### config.mk
export PLATFORM = sky130hd
export DESIGN_NAME = image_pack_top
export DESIGN_NICKNAME = d
export VERILOG_FILES = /design/src/hw/image_stream_pkg.sv /design/src/hw/image_pack_top.sv /design/src/hw/credit_tx_fifo.sv /design/src/hw/pixel_packer.sv
export SDC_FILE = /design/constraint.sdc
export NUM_CORES = 1
export LEC_CHECK = 0
export ABC_AREA = 1
export ABC_CLOCK_PERIOD_IN_PS = 2500
export BUFFER_PORTS_ARGS = -buffer_cell sky130_fd_sc_hd__buf_2
export CAP_MARGIN = 20
export CORE_ASPECT_RATIO = 1.2
export CORE_MARGIN = 4
export CORE_UTILIZATION = 50
export CTS_CLUSTER_SIZE = 28
export DETAILED_ROUTE_END_ITERATION = 12
export GPL_ROUTABILITY_DRIVEN = 1
export PLACE_DENSITY = 0.67
export SETUP_SLACK_MARGIN = 0.3
export SLEW_MARGIN = 15
export SYNTH_ARGS = -nofsm -noshare
export SYNTH_HDL_FRONTEND = slang
export SYNTH_SLANG_ARGS = --single-unit
export TNS_END_PERCENT = 10
### constraint.sdc
create_clock -name clk -period 2.5 [get_ports clk]
set_input_delay 0.25 -clock clk [delete_from_list [all_inputs] [get_ports clk]]
set_output_delay 0.25 -clock clk [all_outputs]
set_load 0.05 [all_outputs]
### src/hw/image_stream_pkg.sv
package image_stream_pkg;

   // Type tag that travels with every word of the stream
   typedef logic [3:0] dtype_t;

   // Stream data word
   typedef logic [15:0] word_t;

   // Frame counter, wraps silently
   typedef logic [15:0] frame_count_t;

   // Position of a word inside the header
   typedef logic [5:0] header_addr_t;

   // Credits held by the transmitter
   typedef logic [3:0] credit_t;

   // Data-type codes of the capture stream
   localparam dtype_t DTYPE_FRAME_START  = 4'd1;
   localparam dtype_t DTYPE_FRAME_END    = 4'd2;
   localparam dtype_t DTYPE_HEADER_START = 4'd3;
   localparam dtype_t DTYPE_HEADER       = 4'd4;
   localparam dtype_t DTYPE_HEADER_END   = 4'd5;

   // Bit 3 marks a pixel, codes 8 to 15 are all pixel types
   localparam dtype_t DTYPE_PIXEL_MASK = 4'b1000;

   // The image-type field is the third header word
   localparam header_addr_t IMAGE_TYPE_ADDR = 6'd2;

   // Low 5 bits hold the image-type code, the upper bits are kept
   localparam word_t IMAGE_TYPE_MASK = 16'hFFE0;

   // Code 0x10 marks the image as 8-bit packed
   localparam word_t IMAGE_TYPE_PACKED8 = 16'h0010;

   // Where the packer is within the stream
   typedef enum logic [1:0] {
      IDLE        = 2'd0,
      FRAME_DATA  = 2'd2,
      HEADER_DATA = 2'd3
   } packer_state_t;

endpackage
### src/hw/image_pack_top.sv
`timescale 1ns/100ps

module image_pack_top #(
   parameter int PIXEL_WIDTH = 10,
   parameter int FIFO_DEPTH  = 8,
   parameter int CREDITS     = 4
) (
   input  logic                           clk,
   input  logic                           resetb,
   input  logic                           enable,
   input  logic                           dvi,
   input  image_stream_pkg::dtype_t       dtypei,
   input  image_stream_pkg::word_t        datai,
   input  logic                           credit_return,
   output logic                           out_valid,
   output image_stream_pkg::dtype_t       out_dtype,
   output image_stream_pkg::word_t        out_data,
   output image_stream_pkg::frame_count_t frame_count,
   output logic                           overflow
);

   import image_stream_pkg::*;

   // Packer output, one strobe per word handed to the FIFO
   logic   pk_valid;
   dtype_t pk_dtype;
   word_t  pk_data;

   pixel_packer #(
      .PIXEL_WIDTH (PIXEL_WIDTH)
   ) u_packer (
      .clk         (clk),
      .resetb      (resetb),
      .enable      (enable),
      .dvi         (dvi),
      .dtypei      (dtypei),
      .datai       (datai),
      .pk_valid    (pk_valid),
      .pk_dtype    (pk_dtype),
      .pk_data     (pk_data),
      .frame_count (frame_count)
   );

   credit_tx_fifo #(
      .FIFO_DEPTH (FIFO_DEPTH),
      .CREDITS    (CREDITS)
   ) u_tx_fifo (
      .clk           (clk),
      .resetb        (resetb),
      .in_valid      (pk_valid),
      .in_dtype      (pk_dtype),
      .in_data       (pk_data),
      .credit_return (credit_return),
      .out_valid     (out_valid),
      .out_dtype     (out_dtype),
      .out_data      (out_data),
      .overflow      (overflow)
   );

endmodule

### src/hw/credit_tx_fifo.sv
`timescale 1ns/100ps

module credit_tx_fifo #(
   parameter int FIFO_DEPTH = 8,
   parameter int CREDITS    = 4
) (
   input  logic                     clk,
   input  logic                     resetb,
   input  logic                     in_valid,
   input  image_stream_pkg::dtype_t in_dtype,
   input  image_stream_pkg::word_t  in_data,
   input  logic                     credit_return,
   output logic                     out_valid,
   output image_stream_pkg::dtype_t out_dtype,
   output image_stream_pkg::word_t  out_data,
   output logic                     overflow
);

   import image_stream_pkg::*;

   localparam int ADDR_W = $clog2(FIFO_DEPTH);

   // Pointers carry one extra bit to tell full from empty
   logic [ADDR_W:0] wr_ptr;
   logic [ADDR_W:0] rd_ptr;

   dtype_t dtype_mem [FIFO_DEPTH];
   word_t  data_mem  [FIFO_DEPTH];

   credit_t credit_count;

   logic empty;
   logic full;
   logic wr_en;
   logic send;

   assign empty = (wr_ptr == rd_ptr);
   assign full  = (wr_ptr[ADDR_W] != rd_ptr[ADDR_W]) &&
                  (wr_ptr[ADDR_W-1:0] == rd_ptr[ADDR_W-1:0]);

   // The source cannot be held off, so a word that finds the buffer full is lost
   assign wr_en = in_valid && !full;

   // A word leaves only when one is stored and the receiver has room for it
   assign send = !empty && (credit_count != '0);

   assign out_valid = send;
   assign out_dtype = dtype_mem[rd_ptr[ADDR_W-1:0]];
   assign out_data  = data_mem[rd_ptr[ADDR_W-1:0]];

   always_ff @(posedge clk) begin
      if (wr_en) begin
         dtype_mem[wr_ptr[ADDR_W-1:0]] <= in_dtype;
         data_mem[wr_ptr[ADDR_W-1:0]]  <= in_data;
      end
   end

   always_ff @(posedge clk or negedge resetb) begin
      if (!resetb) begin
         wr_ptr <= '0;
      end else if (wr_en) begin
         wr_ptr <= wr_ptr + 1'b1;
      end
   end

   always_ff @(posedge clk or negedge resetb) begin
      if (!resetb) begin
         rd_ptr <= '0;
      end else if (send) begin
         rd_ptr <= rd_ptr + 1'b1;
      end
   end

   // The receiver grants CREDITS slots at reset and hands them back one pulse at a time
   always_ff @(posedge clk or negedge resetb) begin
      if (!resetb) begin
         credit_count <= credit_t'(CREDITS);
      end else begin
         case ({credit_return, send})
            2'b10:   credit_count <= credit_count + 1'b1;
            2'b01:   credit_count <= credit_count - 1'b1;
            default: credit_count <= credit_count;   // Send and return cancel out
         endcase
      end
   end

   always_ff @(posedge clk or negedge resetb) begin
      if (!resetb) begin
         overflow <= 1'b0;
      end else if (in_valid && full) begin
         overflow <= 1'b1;   // Held until the next reset
      end
   end

endmodule

### src/hw/pixel_packer.sv
`timescale 1ns/100ps

module pixel_packer #(
   parameter int PIXEL_WIDTH = 10
) (
   input  logic                           clk,
   input  logic                           resetb,
   input  logic                           enable,
   input  logic                           dvi,
   input  image_stream_pkg::dtype_t       dtypei,
   input  image_stream_pkg::word_t        datai,
   output logic                           pk_valid,
   output image_stream_pkg::dtype_t       pk_dtype,
   output image_stream_pkg::word_t        pk_data,
   output image_stream_pkg::frame_count_t frame_count
);

   import image_stream_pkg::*;

   packer_state_t state;
   header_addr_t  header_addr;
   logic          enable_s;      // Enable after the first synchroniser flop
   logic          enable_flag;   // Enable as latched at the last frame start
   logic          phase;         // High while waiting for the second pixel of a pair

   logic          pixel_in;
   logic          header_word_in;
   logic          pack_mode;
   logic          rewrite_mode;
   logic [7:0]    pixel_msb;

   assign pixel_in       = dvi && ((dtypei & DTYPE_PIXEL_MASK) != '0);
   assign header_word_in = dvi && (dtypei == DTYPE_HEADER);
   assign pack_mode      = enable_flag && (state == FRAME_DATA);
   assign rewrite_mode   = enable_flag && (state == HEADER_DATA);

   // Top 8 bits of the pixel, whatever its width
   assign pixel_msb = datai[PIXEL_WIDTH-1 -: 8];

   always_ff @(posedge clk or negedge resetb) begin
      if (!resetb) begin
         state       <= IDLE;
         enable_s    <= 1'b0;
         enable_flag <= 1'b0;
         frame_count <= '0;
         phase       <= 1'b0;
         header_addr <= '0;
         pk_valid    <= 1'b0;
      end else begin
         enable_s <= enable;

         // Markers are handled under the old state, the new one applies from the next word
         if (dvi) begin
            if (dtypei == DTYPE_FRAME_START) begin
               state       <= FRAME_DATA;
               enable_flag <= enable_s;
               frame_count <= frame_count + 1'b1;
            end else if (dtypei == DTYPE_HEADER_START) begin
               state <= HEADER_DATA;
            end else if (dtypei == DTYPE_FRAME_END || dtypei == DTYPE_HEADER_END) begin
               state <= IDLE;
            end
         end

         if (pack_mode) begin
            if (pixel_in) begin
               pk_valid <= phase;    // Strobe only once the pair is complete
               phase    <= ~phase;
            end else begin
               pk_valid <= dvi;
            end
            header_addr <= '0;
         end else if (rewrite_mode) begin
            if (header_word_in) begin
               header_addr <= header_addr + 1'b1;
            end
            pk_valid <= dvi;
            phase    <= 1'b0;
         end else begin
            pk_valid    <= dvi;
            phase       <= 1'b0;
            header_addr <= '0;
         end
      end
   end

   always_ff @(posedge clk) begin
      pk_dtype <= dtypei;

      if (pack_mode && pixel_in) begin
         // First pixel of a pair lands in the low byte
         if (phase) begin
            pk_data[15:8] <= pixel_msb;
         end else begin
            pk_data[7:0] <= pixel_msb;
         end
      end else if (rewrite_mode && header_word_in && header_addr == IMAGE_TYPE_ADDR) begin
         pk_data <= (datai & IMAGE_TYPE_MASK) | IMAGE_TYPE_PACKED8;
      end else begin
         pk_data <= datai;
      end
   end

endmodule

==> results of run 1 <==
-- kinds of logic (layout without fill, tap and decap cells) --
group / count (synthesis) / count (layout) / synth area share [%]
DFF: 221 / 221 / 68.8
buffers and inverters: 81 / 185 / 3.82
adders and majority gates: 8 / 8 / 1.08
AOI/OAI and AO/OA: 137 / 137 / 7.97
and+or+nand+nor: 352 / 352 / 16.3
xor gates and xnor gates: 21 / 21 / 2.06
-- timing repair --
action,in CTS,in global routing
pin swaps,1,8
hold endpoints to repair,21,0
setup endpoints to repair,20,24
buffers inserted,2,3
cloned,3,8
gates resized for setup,46,21
hold buffers,6,0
-- worst max path at each step --
stage                                    from                         to  slack [ns]  cells after the start
after detailed placement  u_tx_fifo.wr_ptr[0]  u_tx_fifo.credit_count[3]        0.40                     15
after global routing      u_tx_fifo.rd_ptr[0]                out_data[9]        0.23                      7
after global placement    u_tx_fifo.wr_ptr[0]  u_tx_fifo.credit_count[2]        0.47                     14
final                     u_tx_fifo.rd_ptr[0]                out_data[8]        0.28                      7
after CTS                 u_tx_fifo.rd_ptr[1]               out_data[11]        0.25                      8
after floorplan           u_tx_fifo.rd_ptr[0]  u_tx_fifo.credit_count[2]        0.28                     14
-- area by class of cell --
cell class,count,area [um2],area share (%)
Tap cell,224,280,2.51
Clock buffer,26,544,4.87
Clock inverter,11,105,0.939
Multi-Input combinational cell,518,2650,23.7
Timing Repair Buffer,102,1020,9.09
Sequential cell,221,6400,57.2
Inverter,46,191,1.71
-- layout by cell type, fill, tap and decap left out, types with 5 or more instances in the layout --
cell           Yosys  final
edfxtp_1         176    176
nand2_1          184    174
nor2_1           104     95
o21ai_0           89     87
o22ai_1           41     41
buf_2             16     41
inv_1             40     38
dfrtp_1           40     37
nand3_1           33     33
clkbuf_16          0     27
buf_4              1     20
buf_6              3     17
nor2_2             5     14
xor2_1            11     11
nand2_2            2      9
xnor2_1            9      9
nand4_1            7      7
o21ai_1            4      6
ha_1               8      6
dlygate4sd3_1      0      6
buf_12             0      6
inv_2              5      5
nand2_4            2      5
nor3_1             5      5
clkbuf_1          11      5
-- sequential cells by signal, summed over array words and instances (netlist names) --
name and count:
u_packer.frame_count 16, u_tx_fifo.data_mem 128, u_tx_fifo.overflow 1, u_packer.enable_flag 1, u_packer.header_addr 6, u_tx_fifo.rd_ptr 4, u_packer.enable_s 1, u_tx_fifo.credit_count 4
u_packer.pk_data 16, u_packer.pk_dtype 4, u_packer.pk_valid 1, u_packer.phase 1, u_packer.state 2, u_tx_fifo.dtype_mem 32, u_tx_fifo.wr_ptr 4
-- metrics by stage --
stage | hold WS, ns | utilization [%] | worst slack [ns] | power, mW | instances
final | 0.0566 | 61.3 | 0.283 | 14.3 | 1148
after global routing | 0.0606 | 61.3 | 0.232 | 14.9 | 1148
after CTS | 0.0394 | 60.0 | 0.245 | 13.8 | 1137
after detailed placement | 0.231 | 54.8 | 0.396 | 10.1 | 1089
after global placement | 0.241 | 54.8 | 0.469 | 9.99 | 1089
after floorplan | -0.0456 | - | 0.284 | 8.73 | 820
-- metal layers --
| layer | part of all wire (%) | global-route usage [%] | vias up | wire (um) |
|---|---|---|---|---|
| met3 | 6.7 | 3.10 | 26 | 1440 |
| li1 | - | - | 3026 | - |
| met5 | 0 | 0 | - | 0 |
| met4 | 2.0 | 5.59 | 0 | 421 |
| met2 | 50 | 33.8 | 226 | 10600 |
| met1 | 42 | 23.8 | 3033 | 8860 |
-- worst max-delay path, delay by kind of cell (launching register included) --
family | cells | cell delay [ns]
AOI/OAI and AO/OA | 1 | 0.16
buffers and inverters | 3 | 0.55
DFF | 1 | 0.51
and+or+nand+nor | 3 | 0.26
-- power by group through the flow --
stage               combinational [mW]  sequential, mW  clock (mW)
detailed placement                5.08            4.98           0
finish                            6.36            4.92        3.00
CTS                               5.81            4.90        3.07
global placement                  5.03            4.96           0
global route                      6.77            4.96        3.21
floorplan                         3.77            4.96           0
==> summary.md, run 1 <==
| Metric | Value |
|---|---|
| Gate power share | 44.5% |
| Max cap viols | 0 |
| CTS tree | yes |
| # setup viols final | 0 |
| Clock transition at path regs | 0.06 ns |
| Number of enable flip-flop cells after synthesis | 176 |
| Rel. slew slack | 68.7% |
| Crit path DAT | 1.97 ns |
| Filler instances | 1414 |
| CP Max Fanout | 13 |
| Net Sw Frac | 39.6% |
| Sequential share of the synthesized area | 68.8% |
| Hold Path Depth | 3 |
| Clk_skew | 0.0148 ns |
| Vias in the first global route | 5931 |
| Largest net degree at the start of global routing | 54 |
| Hold_sp | datai[11] |
| Net Sw Power | 5.65 mW |
| Core area | 18200 um2 |
| Reg-to-reg endpoint | u_tx_fifo.credit_count[2] |
| Cell repeated most along the worst path | buf_6 |
| Top-count cell post-synth | nand2_1 |
| Final min period | 2.22 ns |
| Seq pwr share | 34.4% |
| Top Ports | 63 |
| Vias | 6311 |
| Synth Flop Type | edfxtp_1 |
| Clock sinks | 221 |
| Slew Limit Fails | 0 |
| Crit. End Element | primary output |
| Synth top area cells | edfxtp_1 (57%), dfrtp_1 (11%), nand2_1 (7.4%) |
| Layout cells sized above 1 | 19.2% |
| CTS Buf Count | 21 |
| Min-Delay Endpoint | u_packer.pk_data[11] |
| Chip height | 157 um |
| Global-route usage over all layers | 18.9% |
| Maximum vdd drop | 0.764 mV |
| Internal | 8.62 mW |
| Setup_tns | 0 ns |
| Worst slew pin tran | 0.470 ns |
| Fin crit share | 88.7% |
| WL final | 21400 um |
| Area leader, netlist | edfxtp_1 |
| Initial Util | 50.9% |
| Initial antenna violation count | 0 |
| Status | complete, no violations |
| R2R cell count | 14 |
| Vias/cell | 5.50 |
| Clock power frac | 21.0% |
| Synthesized cell area | 9290 um2 |
| Critical path's slowest cell | dfrtp_2 |
| Synthesized Nets | 853 |
| R2R setup slack | 0.40 ns |
| DRC violations left | 0 |
| Final instance area | 11200 um2 |
| Number of synthesized register bits | 221 |
| Synth top area share | 56.9% |
| Drt first pass iters | 5 |
| CTS root buffer | clkbuf_16 |
| Number of I/O port buffers | 62 |
| DRT iter0 DRCs | 584 |
| Syn avg cell area | 11.3 um2 |
| Fmax | 451 MHz |
| Worst-Skew Late Latency | 0.48 ns |
| Yosys Warn Count | 0 |
| Mapped Cells | 820 |
| Hold Violations, Final | 0 |
| Detail Placement HPWL | 11900 um |
| Global-route wire length before repair | 31300 um |
| Layout area overhead | 20.4% |
| Fin nets | 943 |
| Most frequent cells after synthesis | nand2_1 (184), edfxtp_1 (176), nor2_1 (104) |
| Worst path max stage delay | 0.51 ns |
| Critical path type | reg -> out |
| Worst hold path class | in -> reg |
| RSZ-0062 raised after global routing | true |
| Dpl cell area | 9990 um2 |
| Remaining antenna violation count after routing | 0 |
| LEAKAGE | 4.43 nW |
| CP Cell Sequence | buf_4 > buf_6 > nor2_1 > o22ai_1 > nand2_1 > nand2_2 > buf_6 |
| Die area | 20800 um2 |
| Gpl congestion | 0.844 |
| Global route overflow | 0 |
| Max clock buf depth | 3 |
| Critical path startpoint category | register |
| H-tree depth | 1 |
| DR WL/cell | 18.6 um |
| Crit path required time | 2.25 ns |
| Antenna diode instance count | 0 |
| Horiz. Die Dim | 132 um |
| Asr flop ratio synth | 18.6% |
| Num rows | 54 |
| Reg2reg start | u_tx_fifo.rd_ptr[0] |
| Distinct cells, synth | 41 |
| Power Dens Cells | 1280 nW/um2 |
(Power assumes the default switching activity.)
==> run 2, diff against run 1 <==
--- a/config.mk
+++ b/config.mk
@@ -15,6 +15,7 @@
 export CTS_CLUSTER_SIZE = 28
 export DETAILED_ROUTE_END_ITERATION = 12
 export GPL_ROUTABILITY_DRIVEN = 1
+export HOLD_SLACK_MARGIN = 0.1
 export PLACE_DENSITY = 0.67
 export SETUP_SLACK_MARGIN = 0.3
 export SLEW_MARGIN = 15
==> run 2 against run 1 <==
  * Cell count rose by 1.9%
  * Clock power barely moved
  * Wire length rose by 0.95%
==> summary.md, run 2 (same netlist as run 1, synthesis figures left out) <==
| Metric | Value |
|---|---|
| Die area | 20800 um2 (unchanged) |
| Number of I/O port buffers | 62 (unchanged) |
| CP Max Fanout | 13 (unchanged) |
| CTS Buf Count | 21 (unchanged) |
| Clock transition at path regs | 0.06 ns (about the same) |
| Filler instances | 1390 (-1.7%) |
| DRT iter0 DRCs | 557 (-4.6%) |
| Critical path type | reg -> out |
| Final min period | 2.21 ns (-0.00681 ns) |
| Status | complete, no violations |
| Critical path's slowest cell | dfrtp_2 |
| Global-route usage over all layers | 19.1% (+0.22 points) |
| Top Ports | 63 (unchanged) |
| Global-route wire length before repair | 31800 um (+1.5%) |
| Critical path startpoint category | register |
| Critical path buffers and inverters | 3 (unchanged) |
| Slew Limit Fails | 0 (unchanged) |
| Vias in the first global route | 6041 (+1.9%) |
| Clk_skew | 0.0139 ns (-0.000933 ns) |
| Drt first pass iters | 5 (unchanged) |
| # setup viols final | 0 (unchanged) |
| Maximum vdd drop | 0.769 mV (+0.68%) |
| Worst path max stage delay | 0.51 ns (about the same) |
| CP Cell Sequence | buf_4 > buf_6 > nor2_1 > o22ai_1 > nand2_1 > nand2_2 > buf_6 |
| Worst hold slack | 0.102 ns (+0.0451 ns) |
| Worst hold path class | in -> reg |
| R2R setup slack | 0.39 ns (about the same) |
| Vias/cell | 5.48 (-0.25%) |
| WL final | 21600 um (+0.95%) |
| Cell family with most CP delay | buffers and inverters |
| RSZ-0062 raised after global routing | true |
| Reg-to-reg endpoint | u_tx_fifo.credit_count[2] |
| Fmax | 452 MHz (+0.31%) |
| Global route overflow | 0 (unchanged) |
| Layout area overhead | 22.8% |
| CTS tree | yes |
| Crit path DAT | 1.96 ns (about the same) |
| Worst slew pin tran | 0.471 ns (+0.00190 ns) |
| Initial antenna violation count | 0 (unchanged) |
| Hold Violations, Final | 0 (unchanged) |
| R2R cell count | 14 (unchanged) |
| Core area | 18200 um2 (unchanged) |
| Vias | 6416 (+1.7%) |
| DR WL/cell | 18.4 um (-0.95%) |
| Hold Path Depth | 3 (unchanged) |
| Antenna diode instance count | 0 (unchanged) |
| Clock sinks | 221 (unchanged) |
| Chip height | 157 um (unchanged) |
| Worst-Skew Late Latency | 0.48 ns (about the same) |
| Commonest non-fill, non-tap cell in the layout | edfxtp_1 |
| Num rows | 54 (unchanged) |
| Cell repeated most along the worst path | buf_6 |
| Gpl congestion | 0.844 (unchanged) |
| Fin nets | 965 (+2.3%) |
| Critical path depth in cells | 7 (unchanged) |
| Rel. slew slack | 68.6% (-0.13 points) |
| Max cap viols | 0 (unchanged) |
| Remaining antenna violation count after routing | 0 (unchanged) |
| Fin crit share | 88.4% (-0.27 points) |
| Layout cells sized above 1 | 18.7% (-0.45 points) |
| DRC violations left | 0 (unchanged) |
| Setup_tns | 0 ns (unchanged) |
| Crit path required time | 2.25 ns (about the same) |
| Max reg flops | 128 (unchanged) |
| Horiz. Die Dim | 132 um (unchanged) |
| Initial Util | 50.9% (unchanged) |
| H-tree depth | 1 (unchanged) |
| Min-Delay Endpoint | u_packer.pk_data[0] |
| Crit. End Element | primary output |
| Max clock buf depth | 3 (unchanged) |
| Power Dens Cells | 1250 nW/um2 (-1.7%) |
| CTS root buffer | clkbuf_16 |
| Most frequent cells in the layout | edfxtp_1 (176), nand2_1 (174), nor2_1 (95) |
| Hold_sp | datai[2] |
| Reg2reg start | u_tx_fifo.rd_ptr[0] |
| Largest net degree at the start of global routing | 54 (unchanged) |
| Detail Placement HPWL | 11900 um (unchanged) |
| LEAKAGE | 4.53 nW (+2.1%) |
==> run 2: cell count changes in the layout (fill, tap and decap cells not counted) <==
cell           previous run  this run
dlygate4sd3_1             6        28
nor2_2                   14        13
nor2_4                    1         2
==> run 2: worst max-delay path by stage <==
stage / from / endpoint / slack, ns
2_1_floorplan: u_tx_fifo.rd_ptr[0] / u_tx_fifo.credit_count[2] / 0.28
3_3_place_gp: u_tx_fifo.wr_ptr[0] / u_tx_fifo.credit_count[2] / 0.47
3_5_place_dp: u_tx_fifo.wr_ptr[0] / u_tx_fifo.credit_count[3] / 0.40
4_1_cts: u_tx_fifo.rd_ptr[1] / out_data[11] / 0.25
5_1_grt: u_tx_fifo.rd_ptr[0] / out_data[9] / 0.23
6_report: u_tx_fifo.rd_ptr[0] / out_data[8] / 0.29
==> run 2: repair_timing <==
| item | 4_1_cts | 5_1_grt |
|---|---|---|
| hold endpoints to repair | 40 | 0 |
| cloned | 3 | 8 |
| resized for setup | 46 | 22 |
| hold buffers | 28 | 0 |
| pin swaps | 1 | 8 |
| setup endpoints to repair | 20 | 31 |
| setup buffers | 2 | 3 |
==> run 2: layer usage <==
| layer | vias to the layer above | wire, um | track usage, % |
|---|---|---|---|
| met4 | 0 | 357 | 4.95 |
| met5 | - | 0 | 0 |
| met2 | 225 | 10900 | 34.8 |
| li1 | 3072 | - | - |
| met3 | 26 | 1390 | 2.65 |
| met1 | 3093 | 8890 | 24.1 |
==> run 2: worst register-to-register path, cell delays in order, from the launching register on <==
cell	delay (ns)
dfrtp_2	0.50
inv_8	0.17
nand2_4	0.07
nand2_4	0.10
nand4_4	0.12
nand2_4	0.14
clkinvlp_4	0.12
ha_4	0.19
inv_2	0.04
nand2_1	0.04
nand2_1	0.08
ha_2	0.17
a21oi_2	0.03
xor2_1	0.13
o21ai_1	0.13
==> run 2: cell type report <==
type / count / area [um2] / area share [%]
flip-flops and latches: 221 / 6400 / 56.0
clock inverters: 11 / 105 / 0.921
repair buffers: 124 / 1240 / 10.8
clock buffers: 26 / 544 / 4.77
multi-input cells: 518 / 2660 / 23.3
well taps: 224 / 280 / 2.46
inverters: 46 / 191 / 1.68
==> run 2: report_power, final <==
part	leakage, nW	internal, mW	switching [mW]
logic	2.04	2.32	4.07
registers	2.17	4.58	0.337
clock network	0.311	1.75	1.25
total	4.53	8.65	5.66
==> run 2: per-stage QoR <==
stage	instances	setup slack (ns)	area [um2]	util (%)	total power [mW]
4_1_cts	1159	0.245	11200	61.2	13.8
5_1_grt	1170	0.232	11400	62.6	15.0
3_5_place_dp	1089	0.396	9990	54.8	10.1
3_3_place_gp	1089	0.469	9990	54.8	9.99
6_report	1170	0.290	11400	62.6	14.3
2_1_floorplan	820	0.284	9360	-	8.73
